**config.mk**
```make
export PLATFORM = sky130hd
export DESIGN_NAME = vm_sequencer
export DESIGN_NICKNAME = d
export VERILOG_FILES = /design/src/vm_gate_pkg.sv /design/src/vm_sequencer.sv
export VERILOG_INCLUDE_DIRS = /design/src
export SDC_FILE = /design/constraint.sdc
export NUM_CORES = 1
export LEC_CHECK = 0
export ABC_AREA = 1
export BUFFER_PORTS_ARGS = -buffer_cell sky130_fd_sc_hd__buf_2
export CAP_MARGIN = 20
export CORE_MARGIN = 1
export CORE_UTILIZATION = 44
export DETAILED_ROUTE_END_ITERATION = 12
export MAX_ROUTING_LAYER = met4
export PLACE_DENSITY_LB_ADDON = 0.08
export SYNTH_ARGS = -nofsm -noshare
export SYNTH_HDL_FRONTEND = slang
export SYNTH_SLANG_ARGS = --single-unit
```
**constraint.sdc**
```tcl
create_clock -name clk -period 1.67 [get_ports clk]
set_clock_uncertainty 0.1 [all_clocks]
set_input_delay 0.334 -clock clk [delete_from_list [all_inputs] [get_ports clk]]
set_output_delay 0.334 -clock clk [all_outputs]
set_load 0.05 [all_outputs]
```
**src/vm_gate_defs.svh**
```systemverilog
`ifndef VM_GATE_DEFS_SVH
`define VM_GATE_DEFS_SVH

// datapath shape
`define VM_LANES 8
`define VM_WORD 16
`define VM_FRAC 12      // Q4.12

// memory depths
`define VM_ROWS 16      // weight rows
`define VM_VECS 4       // input vectors

// results the consumer can hold before returning credits
`define VM_CREDITS 4

`endif

```
**src/vm_gate_pkg.sv**
```systemverilog
`include "vm_gate_defs.svh"

package vm_gate_pkg;

	typedef logic [`VM_WORD-1:0] word_t;                  // Q4.12, two's complement
	typedef logic [`VM_LANES*`VM_WORD-1:0] row_t;         // lane 0 in the low word
	typedef logic [$clog2(`VM_ROWS)-1:0] row_addr_t;
	typedef logic [$clog2(`VM_VECS)-1:0] vec_addr_t;
	typedef logic [$clog2(`VM_CREDITS+1)-1:0] credit_t;

	typedef enum logic [1:0] {
		IDLE,
		RUN,
		DRAIN   // all rows issued, waiting for the last result
	} seq_state_t;

endpackage

```
**src/vm_sequencer.sv**
```systemverilog
`timescale 1ns/1ns
`include "vm_gate_defs.svh"

module vm_sequencer (
	input logic clk,
	input logic reset,
	input logic start,
	input vm_gate_pkg::row_addr_t end_row,
	input vm_gate_pkg::vec_addr_t end_vec,
	input logic credit_return,
	input logic result_last,
	output logic issue,
	output logic issue_last,
	output vm_gate_pkg::row_addr_t row_addr,
	output vm_gate_pkg::vec_addr_t vec_addr,
	output logic busy,
	output logic done
);
	import vm_gate_pkg::*;

	seq_state_t state;
	credit_t credits;
	logic row_wrap;
	logic done_q;

	assign row_wrap = (row_addr == end_row);
	assign issue = (state == RUN) && (credits != '0);   // one credit per row
	assign issue_last = issue && row_wrap && (vec_addr == end_vec);
	assign busy = (state != IDLE);

	// done rises with the final ht_valid, then holds until the next start
	assign done = done_q || ((state == DRAIN) && result_last);

	always_ff @(posedge clk) begin
		if (!reset) begin
			state <= IDLE;
			row_addr <= '0;
			vec_addr <= '0;
			done_q <= 1'b0;
		end else begin
			case (state)
				IDLE: begin
					if (start) begin
						row_addr <= '0;
						vec_addr <= '0;
						done_q <= 1'b0;
						state <= RUN;
					end
				end
				RUN: begin
					if (issue) begin
						if (row_wrap) begin
							row_addr <= '0;
							vec_addr <= vec_addr + 1'b1;
						end else begin
							row_addr <= row_addr + 1'b1;
						end
						if (issue_last)
							state <= DRAIN;
					end
				end
				DRAIN: begin
					if (result_last) begin   // last row has left the adder tree
						done_q <= 1'b1;
						state <= IDLE;
					end
				end
				default: state <= IDLE;
			endcase
		end
	end

	// credit counter
	always_ff @(posedge clk) begin
		if (!reset)
			credits <= credit_t'(`VM_CREDITS);
		else if (issue && !credit_return)
			credits <= credits - 1'b1;
		else if (!issue && credit_return)
			credits <= credits + 1'b1;
	end

	// the consumer must never hand back more credits than it was given
	a_credit_limit: assert property (
		@(posedge clk) disable iff (!reset) credits <= credit_t'(`VM_CREDITS)
	) else $error("credit count above limit");

endmodule

```
## After elaboration in Yosys (flattened, before gate mapping)

Cells that the tools add are included.

- Output and inout bits: 10
- Register bits: 12
- Memories kept: 0
- RAM bits: 0
- Bits in read-only memories: 0
- Logic and storage cells: 55
- Latch bits: 0

- Reduce and logical (&&, ||, !) cells: 19
- Bitwise operators: 0
- Equality and inequality tests: 9
- Add/subtract/negate cells: 4
- Multiplexer cells: 18
- Magnitude comparators: 0
- $mul: 0
- Shift operators: 0
- Div/mod/pow operators: 0

Operators by type and width:

| cell | count |
|---|---|
| $mux W2 | 7 |
| $mux W4 | 3 |
| $ne A2 B2 Y1 const B | 5 |
| $pmux W4 S2 | 1 |
| $reduce_and A4 Y1 | 2 |
| $reduce_bool A2 Y1 | 4 |
| $logic_and A1 B1 Y1 | 6 |
| $mux W3 | 2 |
| $pmux W2 S3 | 1 |
| $reduce_and A3 Y1 | 2 |
| $add A4 B1 Y4 const B | 1 |
| $eq A4 B4 Y1 | 1 |
| $pmux W2 S2 | 1 |
| $add A3 B1 Y3 const B | 1 |
| $reduce_bool A3 Y1 | 1 |
| $sub A3 B1 Y3 const B | 1 |
| $add A2 B1 Y2 const B | 1 |
| $eq A2 B1 Y1 const B | 1 |
| $eq A2 B2 Y1 | 1 |
| $eq A2 B2 Y1 const B | 1 |
| $logic_not A1 Y1 | 2 |
| $logic_not A2 Y1 | 1 |
| $mux W1 | 2 |
| $pmux W1 S2 | 1 |
| $logic_or A1 B1 Y1 | 1 |

## Logic depth before layout (Yosys ltp)

Gate-level depths: netlist (run 1).

- Depth in word-level cells: 7
- Mapped depth: 11
- Gate-level depth less buffers: 11

## Worst setup path after synthesis (run 1)

Ideal clock, no wire load.

- Kind: register to register
- Start point: register state[0]
- End point: register credits[1]
- Stages on the path, launching flop included: 9
- Buffers on the path: 0
- Data arrival time: 1808 ps
- Path slack: -354 ps
- Setup time: 116 ps
- Cells stage by stage: dfxtp_1 inv_2 nor2_4 nand2_2 inv_1 ha_1 fa_1 o21ai_0 nor2_1

- Longest elaborated chain between the ends: 5
- Elaborated cells between the ends (all ways): 7

Ends and longest elaborated chain:

| what | RTL line | source |
|---|---|---|
| start: declaration | vm_sequencer.sv:21 | `seq_state_t state;` |
| start signal: assignment | vm_sequencer.sv:36 | `state <= IDLE;` |
| start signal: assignment | vm_sequencer.sv:47 | `state <= RUN;` |
| start signal: assignment | vm_sequencer.sv:59 | `state <= DRAIN;` |
| $eq A2 B1 Y1 (*) | vm_sequencer.sv:27 | `assign issue = (state == RUN) && (credits != '0);` |
| $logic_and A1 B1 Y1 (*) | vm_sequencer.sv:27 |  |
| via issue | vm_sequencer.sv:12 | `output logic issue,` |
| $logic_not A1 Y1 | vm_sequencer.sv:79 | `else if (!issue && credit_return)` |
| $logic_and A1 B1 Y1 | vm_sequencer.sv:79 |  |
| $reduce_bool A2 Y1 (no line) | n/a |  |
| end signal: assignment | vm_sequencer.sv:78 | `credits <= credits - 1'b1;` |
| end signal: assignment | vm_sequencer.sv:80 | `credits <= credits + 1'b1;` |
| end signal: assignment | vm_sequencer.sv:85 | `` @(posedge clk) disable iff (!reset) credits <= credit_t'(`VM_CREDITS) `` |
| end: declaration | vm_sequencer.sv:22 | `credit_t credits;` |

Mark *: on every way through the listed nets, which the timed path passes. The rest lies on a longest branch.
A chain may end at the register's enable or synchronous reset.

## Worst setup path in the final report (run 1)

- Start point: register credits[2]
- End point: output port issue_last

- Longest elaborated chain between the ends: 4

Ends and longest elaborated chain:

| what | RTL line | source |
|---|---|---|
| start signal: assignment | vm_sequencer.sv:76 | `` credits <= credit_t'(`VM_CREDITS); `` |
| start signal: assignment | vm_sequencer.sv:78 |  |
| start signal: assignment | vm_sequencer.sv:80 |  |
| $reduce_bool A3 Y1 | vm_sequencer.sv:27 |  |
| $logic_and A1 B1 Y1 | vm_sequencer.sv:27 |  |
| $logic_and A1 B1 Y1 (2 in a row) | vm_sequencer.sv:28 | `assign issue_last = issue && row_wrap && (vec_addr == end_vec);` |
| end: declaration | vm_sequencer.sv:13 | `output logic issue_last,` |

Every way passes these cells.

==> reports/results.tsv, run 1 <==
stage	metric	value	unit
synthesis	post-synth-top-area-fraction	0.337	
synthesis	yosys.area.top_type	dfxtp_1	
sta	timing.fmax	560	MHz
finish	instances_no_fill	160	
job	maxCapViolations	0	
floorplan	start_util	0.473	
place	hpwl	1140	µm
worst_setup_path	startpoint	credits[2]	
hold_path	holdPathStages	2	
place	portBuffers	20	
clock_network	clk_latency	0.26	ns
place	dp_slack	-0.0464	ns
worst_setup_path	r2r-end	credits[2]	
worst_setup_path	crit_path_end	issue_last	
sta	drv_slew	0	
clock_network	htree_levels	1	
floorplan	num_io_pins	21	
sta	maxSlewHeadroom	0.834	
route	wl_met2	873	µm
route	viasPerCell	4.75	
global_routing	globalRouteOverflowTotal	0	
clock_network	clockBufferDepth	2	
worst_setup_path	r2r-start	credits[2]	
route	wl_met1	776	µm
synthesis	synth_edf_count	0	
hold_path	hold_path_class	in -> reg	
clock_network	cts_hold_buf	0	
route	first_pass_iters	3	
synthesis	synth_ff_type	dfxtp_1	
place	gp_congestion	0.838	
sta	setup_viol	2	
route	via_count	760	
finish	nNetsFinal	160	
sta	fin_crit	1.79	ns
worst_setup_path	worst-endpoint-required	1.24	ns
synthesis	synth_common_cells	30 x nand2_1, 17 x inv_1, 13 x nor2_1, 12 x dfxtp_1, 6 x a21oi_1	
synthesis	synth_seq_cells	12	
global_routing	grt_max_degree	10	
synthesis	netlist_area	712	µm²
worst_setup_path	startpoint_type	register	
synthesis	ys_seq_area_frac	0.337	
worst_setup_path	cp-end-kind	output port	
synthesis	synthDistinctLibCells	22	
synthesis	syn_avg_cell_area	6.72	µm²
route	wl_per_cell	10.7	µm
global_routing	grt_use_total	0.217	
route	top_layer_used	met4	
worst_setup_path	cp_data_arrival_time	1.35	ns
route	wl_met3	48	µm
worst_setup_path	reg2reg_slack	-0.08	ns
route	drtIter0Drc	18	
place	placedCellCount	151	
sta	fin_crit_sh	1.07	
synthesis	synthesis.nets	120	
clock_network	clock_sinks	12	
synthesis	synth-async-reset-ratio	0	
hold_path	hold_path_startpoint	reset	
global_routing	grt_pass1_wl	2840	µm
sta	hold_viol	0	
synthesis	ys_warn_count	0	
floorplan	core_area	1510	µm²
clock_network	cts_root_buf	clkbuf_4	
synthesis	synthTopCellsByArea	dfxtp_1 34%, nand2_1 16%, inv_1 9.0%	
floorplan	placement_rows	14	
clock_network	cts.clk_slew.worst_paths	0.07	ns
finish	utilization	0.710	
floorplan	fp.dieW	42.2	µm
clock_network	numCtsBuffers	3	
finish	postLayoutCellArea	1070	µm²
global_routing	grt_pass1_vias	703	
floorplan	die_area	1780	µm²
clock_network	cts_tree	built	
power_and_ir_drop	leakagePower	0.543	nW
status	violations	setup timing	
route	wirelength	1710	µm
finish	syn_to_final_growth	50.3	%
synthesis	syn_inst	106	
worst_setup_path	r2r_cells	10	
global_routing	antenna_found_initial	0	
place	placed_cell_area	932	µm²
finish	fill_cells	125	
worst_setup_path	worstSetupPathType	reg -> out	
sta	rsz0062_at_grt	yes	
worst_setup_path	path_cells	inv_1, nand2_1, nand2_2, buf_6, nor2_4, nand2_4, clkinvlp_4, buf_8	
status	status	finished, violations left	
worst_setup_path	crit_path_max_fanout	2	
worst_setup_path	cp_slowest_cell	dfxtp_1	
worst_setup_path	critPathBufInv	4	
power_and_ir_drop	powerDensity	706	nW/µm²
floorplan	dieHeight	42.2	µm
sta	timing.final.ws_setup	-0.115	ns
finish	antennaDiodeCount	0	
finish	layout-drive-gt1-share	0.486	
worst_setup_path	max_stage_delay	0.34	ns
worst_setup_path	critPathTopFamily	buffers and inverters	
synthesis	yosysMostFrequentCell	nand2_1	
route	antenna_left	0	
route	remaining_drc_errors	0	
worst_setup_path	crit_cells	8	
sta	worst_pin_slew	0.250	ns
power_and_ir_drop	peakVddDrop	0.000447	V
[worst min path at each step]
| stage | endpoint | slack [ns] |
|---|---|---|
| after detailed placement | credits[2] | 0.35 |
| after floorplan | credits[2] | 0.32 |
| after CTS | credits[2] | 0.20 |
| final | credits[2] | 0.21 |
| after global placement | credits[2] | 0.34 |
| after global routing | credits[2] | 0.20 |
[placed cells by master (no fill, tap or decap)]
master	instances
dfxtp_4	1
o21ai_1	1
buf_2	18
nor2_2	4
nand2_1	26
buf_8	2
a31o_4	1
nand4_1	2
o21ai_2	1
buf_4	14
nor2_4	2
inv_1	14
ha_4	1
clkinvlp_4	2
nand3_1	3
a21oi_2	1
xor2_1	2
ha_1	1
nor3_1	1
nand3b_1	1
nand2_2	5
dfxtp_1	3
xnor2_1	3
or2_0	1
nor2_1	9
clkbuf_4	3
nand2_4	2
inv_2	3
o21ai_0	1
buf_6	1
a21oi_1	6
fa_2	1
dfxtp_2	8
[kinds of logic (layout without fill, tap and decap cells)]
kind of cell,after synthesis,count (layout),synth area share
AND/OR/NAND/NOR,56,56,0.350
buffers and inverters,19,57,0.100
flip-flops,12,12,0.337
AO/OA/AOI/OAI,11,11,0.0879
XOR/XNOR,5,5,0.0615
adder cells (fa/ha/maj),3,3,0.0633
[where the power goes]
group          total, mW  internal (mW)  switching (mW)
registers          0.323          0.307          0.0153
logic              0.260          0.106           0.153
clock network      0.173         0.0832          0.0899
[area by class of cell]
class | instances | area [µm²] | area share
repair buffers | 35 | 236 | 0.221
well taps | 16 | 20.0 | 0.0187
multi-input cells | 75 | 458 | 0.428
clock buffers | 3 | 22.5 | 0.0211
inverters | 19 | 78.8 | 0.0737
flip-flops and latches | 12 | 254 | 0.237
[state kept, by name, indices dropped and copies added, names as in the netlist]
signal / count
row_addr: 4
done_q: 1
vec_addr: 2
state: 2
credits: 3
[worst reg2reg max path: cells and delay by family, from the launching register on]
family                   cells  cell delay (ns)
AND/OR/NAND/NOR              5             0.36
flip-flops                   1             0.32
AO/OA/AOI/OAI                1             0.12
buffers and inverters        2             0.20
adder cells (fa/ha/maj)      2             0.54
[layer usage]
layer  track usage  vias to the layer above
li1              -                      400
met1         0.247                      345
met2         0.378                       13
met3        0.0259                        2
met4        0.0938                        0
met5             -                        -
[metrics by stage]
| stage | hold slack (ns) | power [mW] | TNS, ns |
|---|---|---|---|
| 5_1_grt | 0.196 | 0.806 | -0.496 |
| 4_1_cts | 0.198 | 0.751 | -0.204 |
| 3_5_place_dp | 0.351 | 0.558 | -0.0693 |
| 6_report | 0.206 | 0.756 | -0.191 |
| 3_3_place_gp | 0.342 | 0.552 | -0.0000817 |
| 2_1_floorplan | 0.319 | 0.481 | -0.541 |
[timing repair]
| action | 4_1_cts | 5_1_grt |
|---|---|---|
| endpoints found under the setup margin | 3 | 5 |
| resized for setup | 13 | 10 |
| buffers inserted | 6 | 1 |
| pin swaps | 6 | 11 |
| endpoints found under the hold margin | 0 | 0 |
No activity file was read; power rests on OpenSTA's default activity.
==> run 2: changes to the inputs <==
CORE_MARGIN = 8   (was 1)
==> reports/results.tsv, run 2 (synthesized netlist as in run 1, its figures left out) <==
stage	metric	value	unit	change
status	status	finished, violations left		
status	violations	setup timing		
sta	setup_viol	3		+1
route	first_pass_iters	4		+1
place	gp_congestion	0.804		-4.1%
floorplan	num_io_pins	21		unchanged
route	viasPerCell	4.74		-0.23%
finish	fill_cells	137		+9.6%
floorplan	fp.dieW	56.2	µm	+33%
clock_network	htree_levels	1		unchanged
route	wirelength	1930	µm	+13%
finish	postLayoutCellArea	1080	µm²	+0.70%
worst_setup_path	r2r-start	credits[2]		
finish	instances_no_fill	161		+0.63%
worst_setup_path	crit_path_max_fanout	2		unchanged
clock_network	cts_root_buf	clkbuf_4		
sta	rsz0062_at_grt	yes		
sta	timing.fmax	547	MHz	-2.3%
worst_setup_path	path_cells	inv_1, nand2_1, nand2_2, clkinvlp_4, ha_4, fa_2, nand2_2, nand2_2, o21ai_2, nand3_1		
power_and_ir_drop	powerDensity	710	nW/µm²	+0.51%
finish	utilization	0.715		+0.00498
floorplan	start_util	0.473		unchanged
place	dp_slack	-0.0524	ns	-0.00602 ns
clock_network	cts_tree	built		
global_routing	grt_pass1_wl	3210	µm	+13%
finish	reg_top3	row_addr: 4 flops, credits: 3 flops		
hold_path	holdPathStages	2		unchanged
clock_network	clockBufferDepth	2		unchanged
worst_setup_path	max_stage_delay	0.38	ns	+0.04 ns
hold_path	hold_path_class	in -> reg		
worst_setup_path	r2r-end	credits[2]		
route	drtIter0Drc	19		+1
job	maxCapViolations	0		unchanged
sta	fin_crit_sh	1.09		+0.0254
sta	worst_pin_slew	0.252	ns	+0.00132 ns
global_routing	grt_max_degree	10		unchanged
finish	final_common_cell	nand2_1		
worst_setup_path	cp_data_arrival_time	1.89	ns	+0.54 ns
worst_setup_path	r2r_cells	10		unchanged
sta	maxSlewHeadroom	0.833		-0.000873
worst_setup_path	critPathTopFamily	adder cells		
sta	fin_crit	1.83	ns	+0.0425 ns
power_and_ir_drop	peakVddDrop	0.000517	V	+16%
global_routing	grt_use_total	0.124		-0.0932
worst_setup_path	cp_slowest_cell	fa_2		
floorplan	placement_rows	14		unchanged
worst_setup_path	cp-end-kind	register		
finish	layout.area.seq	254	µm²	unchanged
clock_network	cts.clk_slew.worst_paths	0.07	ns	about the same
place	placed_cell_area	932	µm²	unchanged
worst_setup_path	worst-endpoint-required	1.73	ns	+0.49 ns
worst_setup_path	cp_common_cell	nand2_2		
worst_setup_path	worstSetupPathType	reg -> reg		
finish	nNetsFinal	161		+0.63%
finish	regMostFlops	row_addr		
power_and_ir_drop	leakagePower	0.551	nW	+1.5%
finish	syn_to_final_growth	51.3	%	
route	wl_per_cell	12.0	µm	+12%
sta	drv_slew	0		unchanged
sta	fin_tns_setup	-0.289	ns	-0.0978 ns
clock_network	clk_latency	0.27	ns	about the same
worst_setup_path	reg2reg_slack	-0.16	ns	-0.08 ns
global_routing	globalRouteOverflowTotal	0		unchanged
worst_setup_path	startpoint_type	register		
route	via_count	763		+0.39%
sta	timing.final.ws_setup	-0.158	ns	-0.0425 ns
sta	hold_viol	0		unchanged
place	portBuffers	20		unchanged
clock_network	clock_sinks	12		unchanged
route	antenna_left	0		unchanged
floorplan	core_area	1510	µm²	unchanged
finish	layout-drive-gt1-share	0.476		-0.0102
clock_network	numCtsBuffers	3		unchanged
route	remaining_drc_errors	0		unchanged
hold_path	hold_path_startpoint	reset		
finish	antennaDiodeCount	0		unchanged
hold_path	min_to	credits[2]		
finish	final_cell_mix	27 x nand2_1, 18 x buf_2, 15 x buf_4, 14 x inv_1, 11 x nor2_1		
floorplan	die_area	3160	µm²	+77%
global_routing	antenna_found_initial	0		unchanged
finish	multiInputGateArea	458	µm²	unchanged
floorplan	dieHeight	56.2	µm	+33%
global_routing	grt_pass1_vias	790		+12%
place	hpwl	1390	µm	+22%
worst_setup_path	critPathBufInv	2		-2
place	placedCellCount	151		unchanged
finish	largest_reg_flops	4		unchanged
-- run 2: cell types whose count changed in the layout (fill, tap and decap cells not counted) --
cell,change
xnor2_2,+1
xnor2_1,-1
nor2_1,+2
nand2_2,-1
buf_4,+1
nor2_2,-2
nand2_1,+1
-- run 2: how the worst max path moves through the flow --
stage	from	slack (ns)	endpoint	depth (start not counted)
final	credits[2]	-0.16	credits[2]	10
after global routing	credits[2]	-0.28	credits[2]	10
after CTS	state[0]	-0.1	issue_last	8
after detailed placement	credits[1]	-0.05	credits[2]	10
after global placement	end_row[0]	-0.005	issue_last	10
after floorplan	credits[1]	-0.28	credits[2]	10
-- run 2: cell type report --
| cell class | count | share of cell area |
|---|---|---|
| sequential | 12 | 0.236 |
| timing repair buffer | 36 | 0.226 |
| clock buffer | 3 | 0.0209 |
| tap | 16 | 0.0186 |
| inverter | 19 | 0.0732 |
| multi-input combinational | 75 | 0.425 |
-- run 2: where the power goes --
part	internal (mW)	total (mW)	switching [mW]
clock network	0.0833	0.174	0.0906
registers	0.307	0.324	0.0166
logic	0.110	0.267	0.157
-- run 2: through the flow --
| stage | total power [mW] | hold WS (ns) |
|---|---|---|
| 5_1_grt | 0.811 | 0.224 |
| 2_1_floorplan | 0.481 | 0.319 |
| 6_report | 0.765 | 0.211 |
| 3_5_place_dp | 0.565 | 0.375 |
| 4_1_cts | 0.753 | 0.203 |
| 3_3_place_gp | 0.554 | 0.343 |
-- run 2: metal layers --
layer  global-route usage  vias to the layer above  part of all wire
met5                    -                        -                 0
met4               0.0515                        0             0.016
met3               0.0297                        4             0.039
met2                0.220                       17              0.52
met1                0.125                      340              0.42
li1                     -                      402                 -
-- run 2: timing repair --
item                                    CTS  global route
setup buffers                             5             3
resized for setup                        12             9
hold buffers                              0             0
pin swaps                                 6            10
endpoints found under the setup margin    3             5
==> run 3: changes to the inputs <==
--- a/config.mk
+++ b/config.mk
@@ -12,3 +12,3 @@
 export CORE_MARGIN = 8
-export CORE_UTILIZATION = 44
+export CORE_UTILIZATION = 49
 export DETAILED_ROUTE_END_ITERATION = 12
==> constraint.sdc (replaced) <==
create_clock -name clk -period 2.1 [get_ports clk]
set_clock_uncertainty 0.1 [all_clocks]
set_input_delay 0 -clock clk [delete_from_list [all_inputs] [get_ports clk]]
set_output_delay 0 -clock clk [all_outputs]
set_load 0.05 [all_outputs]
==> reports/results.tsv, run 3 (synthesized netlist as in run 1, its figures left out) <==
stage	metric	value	unit	change
status	status	complete, no violations		
route	first_pass_iters	4		unchanged
global_routing	grt_max_degree	10		unchanged
worst_setup_path	r2r-end	credits[1]		
worst_setup_path	reg2reg_slack	0.24	ns	+0.40 ns
hold_path	holdPathStages	6		+4
floorplan	start_util	0.534		+0.0612
hold_path	hold_path_startpoint	end_vec[1]		
clock_network	post-cts-setup-buffers	0		-5
worst_setup_path	crit_path_max_fanout	5		+3
power_and_ir_drop	leakagePower	0.481	nW	-13%
clock_network	clk_latency	0.28	ns	about the same
job	maxCapViolations	0		unchanged
worst_setup_path	r2r_cells	8		-2
sta	worst_pin_slew	0.264	ns	+0.0125 ns
sta	maxSlewHeadroom	0.825		-0.00825
finish	utilization	0.673		-0.0425
clock_network	cts_resized	0		-12
place	portBuffers	20		unchanged
place	hpwl	1340	µm	-3.6%
global_routing	grt_pass1_wl	2660	µm	-17%
sta	rsz0062_at_grt	no		
place	placedCellCount	141		-6.6%
finish	nNetsFinal	148		-8.1%
place	gp_congestion	0.817		+1.7%
power_and_ir_drop	peakVddDrop	0.000532	V	+2.8%
clock_network	cts_hold_buf	3		+3
clock_network	numCtsBuffers	3		unchanged
floorplan	core_area	1330	µm²	-11%
hold_path	hold_path_class	in -> reg		
worst_setup_path	worst-endpoint-required	2.17	ns	+0.44 ns
worst_setup_path	cp-end-kind	register		
floorplan	fp.dieW	54.1	µm	-3.8%
floorplan	die_area	2930	µm²	-7.4%
finish	layout-drive-gt1-share	0.248		-0.228
place	dp_slack	0.268	ns	+0.320 ns
clock_network	clock_sinks	12		unchanged
clock_network	cts_tree	built		
worst_setup_path	startpoint	state[0]		
worst_setup_path	cp_data_arrival_time	1.93	ns	+0.04 ns
finish	regMostFlops	row_addr		
global_routing	antenna_found_initial	0		unchanged
finish	antennaDiodeCount	0		unchanged
sta	hold_viol	0		unchanged
floorplan	dieHeight	54.1	µm	-3.8%
sta	fin_tns_setup	0	ns	+0.289 ns
clock_network	htree_levels	1		unchanged
finish	largest_reg_flops	4		unchanged
sta	drv_slew	0		unchanged
global_routing	globalRouteOverflowTotal	0		unchanged
finish	final_common_cell	nand2_1		
finish	reg_top3	row_addr: 4 flops, credits: 3 flops		
route	wirelength	1660	µm	-14%
route	viasPerCell	4.99		+5.4%
finish	instances_no_fill	148		-8.1%
global_routing	grt_use_total	0.123		-0.000165
sta	timing.final.ws_setup	0.237	ns	+0.395 ns
worst_setup_path	startpoint_type	register		
clock_network	cts.clk_slew.worst_paths	0.08	ns	about the same
route	antenna_left	0		unchanged
worst_setup_path	worstSetupPathType	reg -> reg		
power_and_ir_drop	powerDensity	665	nW/µm²	-6.3%
finish	syn_to_final_growth	26.0	%	
sta	fin_crit_sh	0.887		-0.207
worst_setup_path	r2r-start	state[0]		
sta	setup_viol	0		-3
route	remaining_drc_errors	0		unchanged
finish	final_cell_mix	30 x nand2_1, 20 x buf_2, 17 x inv_1, 13 x nor2_1, 12 x dfxtp_1		
route	drtIter0Drc	19		unchanged
sta	timing.fmax	537	MHz	-1.9%
clock_network	clockBufferDepth	2		unchanged
route	via_count	739		-3.1%
floorplan	placement_rows	13		-1
floorplan	num_io_pins	21		unchanged
route	wl_per_cell	11.2	µm	-6.5%
hold_path	min_to	state[1]		
clock_network	cts_root_buf	clkbuf_4		
power_and_ir_drop	total_power	0.597	mW	-22%
sta	fin_crit	1.86	ns	+0.0349 ns
global_routing	grt_pass1_vias	680		-14%
## run 3: report_power, final
part           switching, mW  total, mW  internal [mW]
registers             0.0166      0.259          0.242
logic                  0.100      0.155         0.0543
clock network         0.0775      0.183          0.105
## run 3: cell type report
class / instances / area [µm²]
sequential: 12 / 240
multi-input combinational: 75 / 400
tap: 15 / 18.8
fill: 126 / 437
inverter: 19 / 71.3
timing repair buffer: 23 / 130
clock buffer: 4 / 36.3
## run 3: worst max-delay path by stage
stage                             to  slack (ns)  cells past startpoint
after detailed placement  credits[2]        0.27                     10
final                     credits[1]        0.24                      8
after global routing      credits[2]        0.11                     10
after global placement    credits[2]        0.33                     10
after floorplan           credits[1]        0.08                      8
after CTS                 credits[2]        0.24                     10
## run 3: per-stage QoR
step	hold slack, ns	area (µm²)
floorplan	-0.0153	712
global placement	0.144	831
detailed placement	0.147	831
CTS	0.0739	897
global route	0.129	897
finish	0.0760	897
## run 3: worst max-delay path, stage by stage, from the launching register on
cell and delay (ns):
dfxtp_1 0.38, inv_2 0.07, nor2_4 0.15, nand2_2 0.11
inv_1 0.08, ha_1 0.20, fa_1 0.43, o21ai_0 0.18
nor2_1 0.05
## run 3: routing by layer
| layer | global-route usage | wire (µm) | vias up |
|---|---|---|---|
| li1 | - | - | 379 |
| met1 | 0.131 | 671 | 329 |
| met2 | 0.207 | 809 | 25 |
| met3 | 0.0275 | 130 | 6 |
| met4 | 0.0697 | 45 | 0 |
| met5 | - | 0 | - |
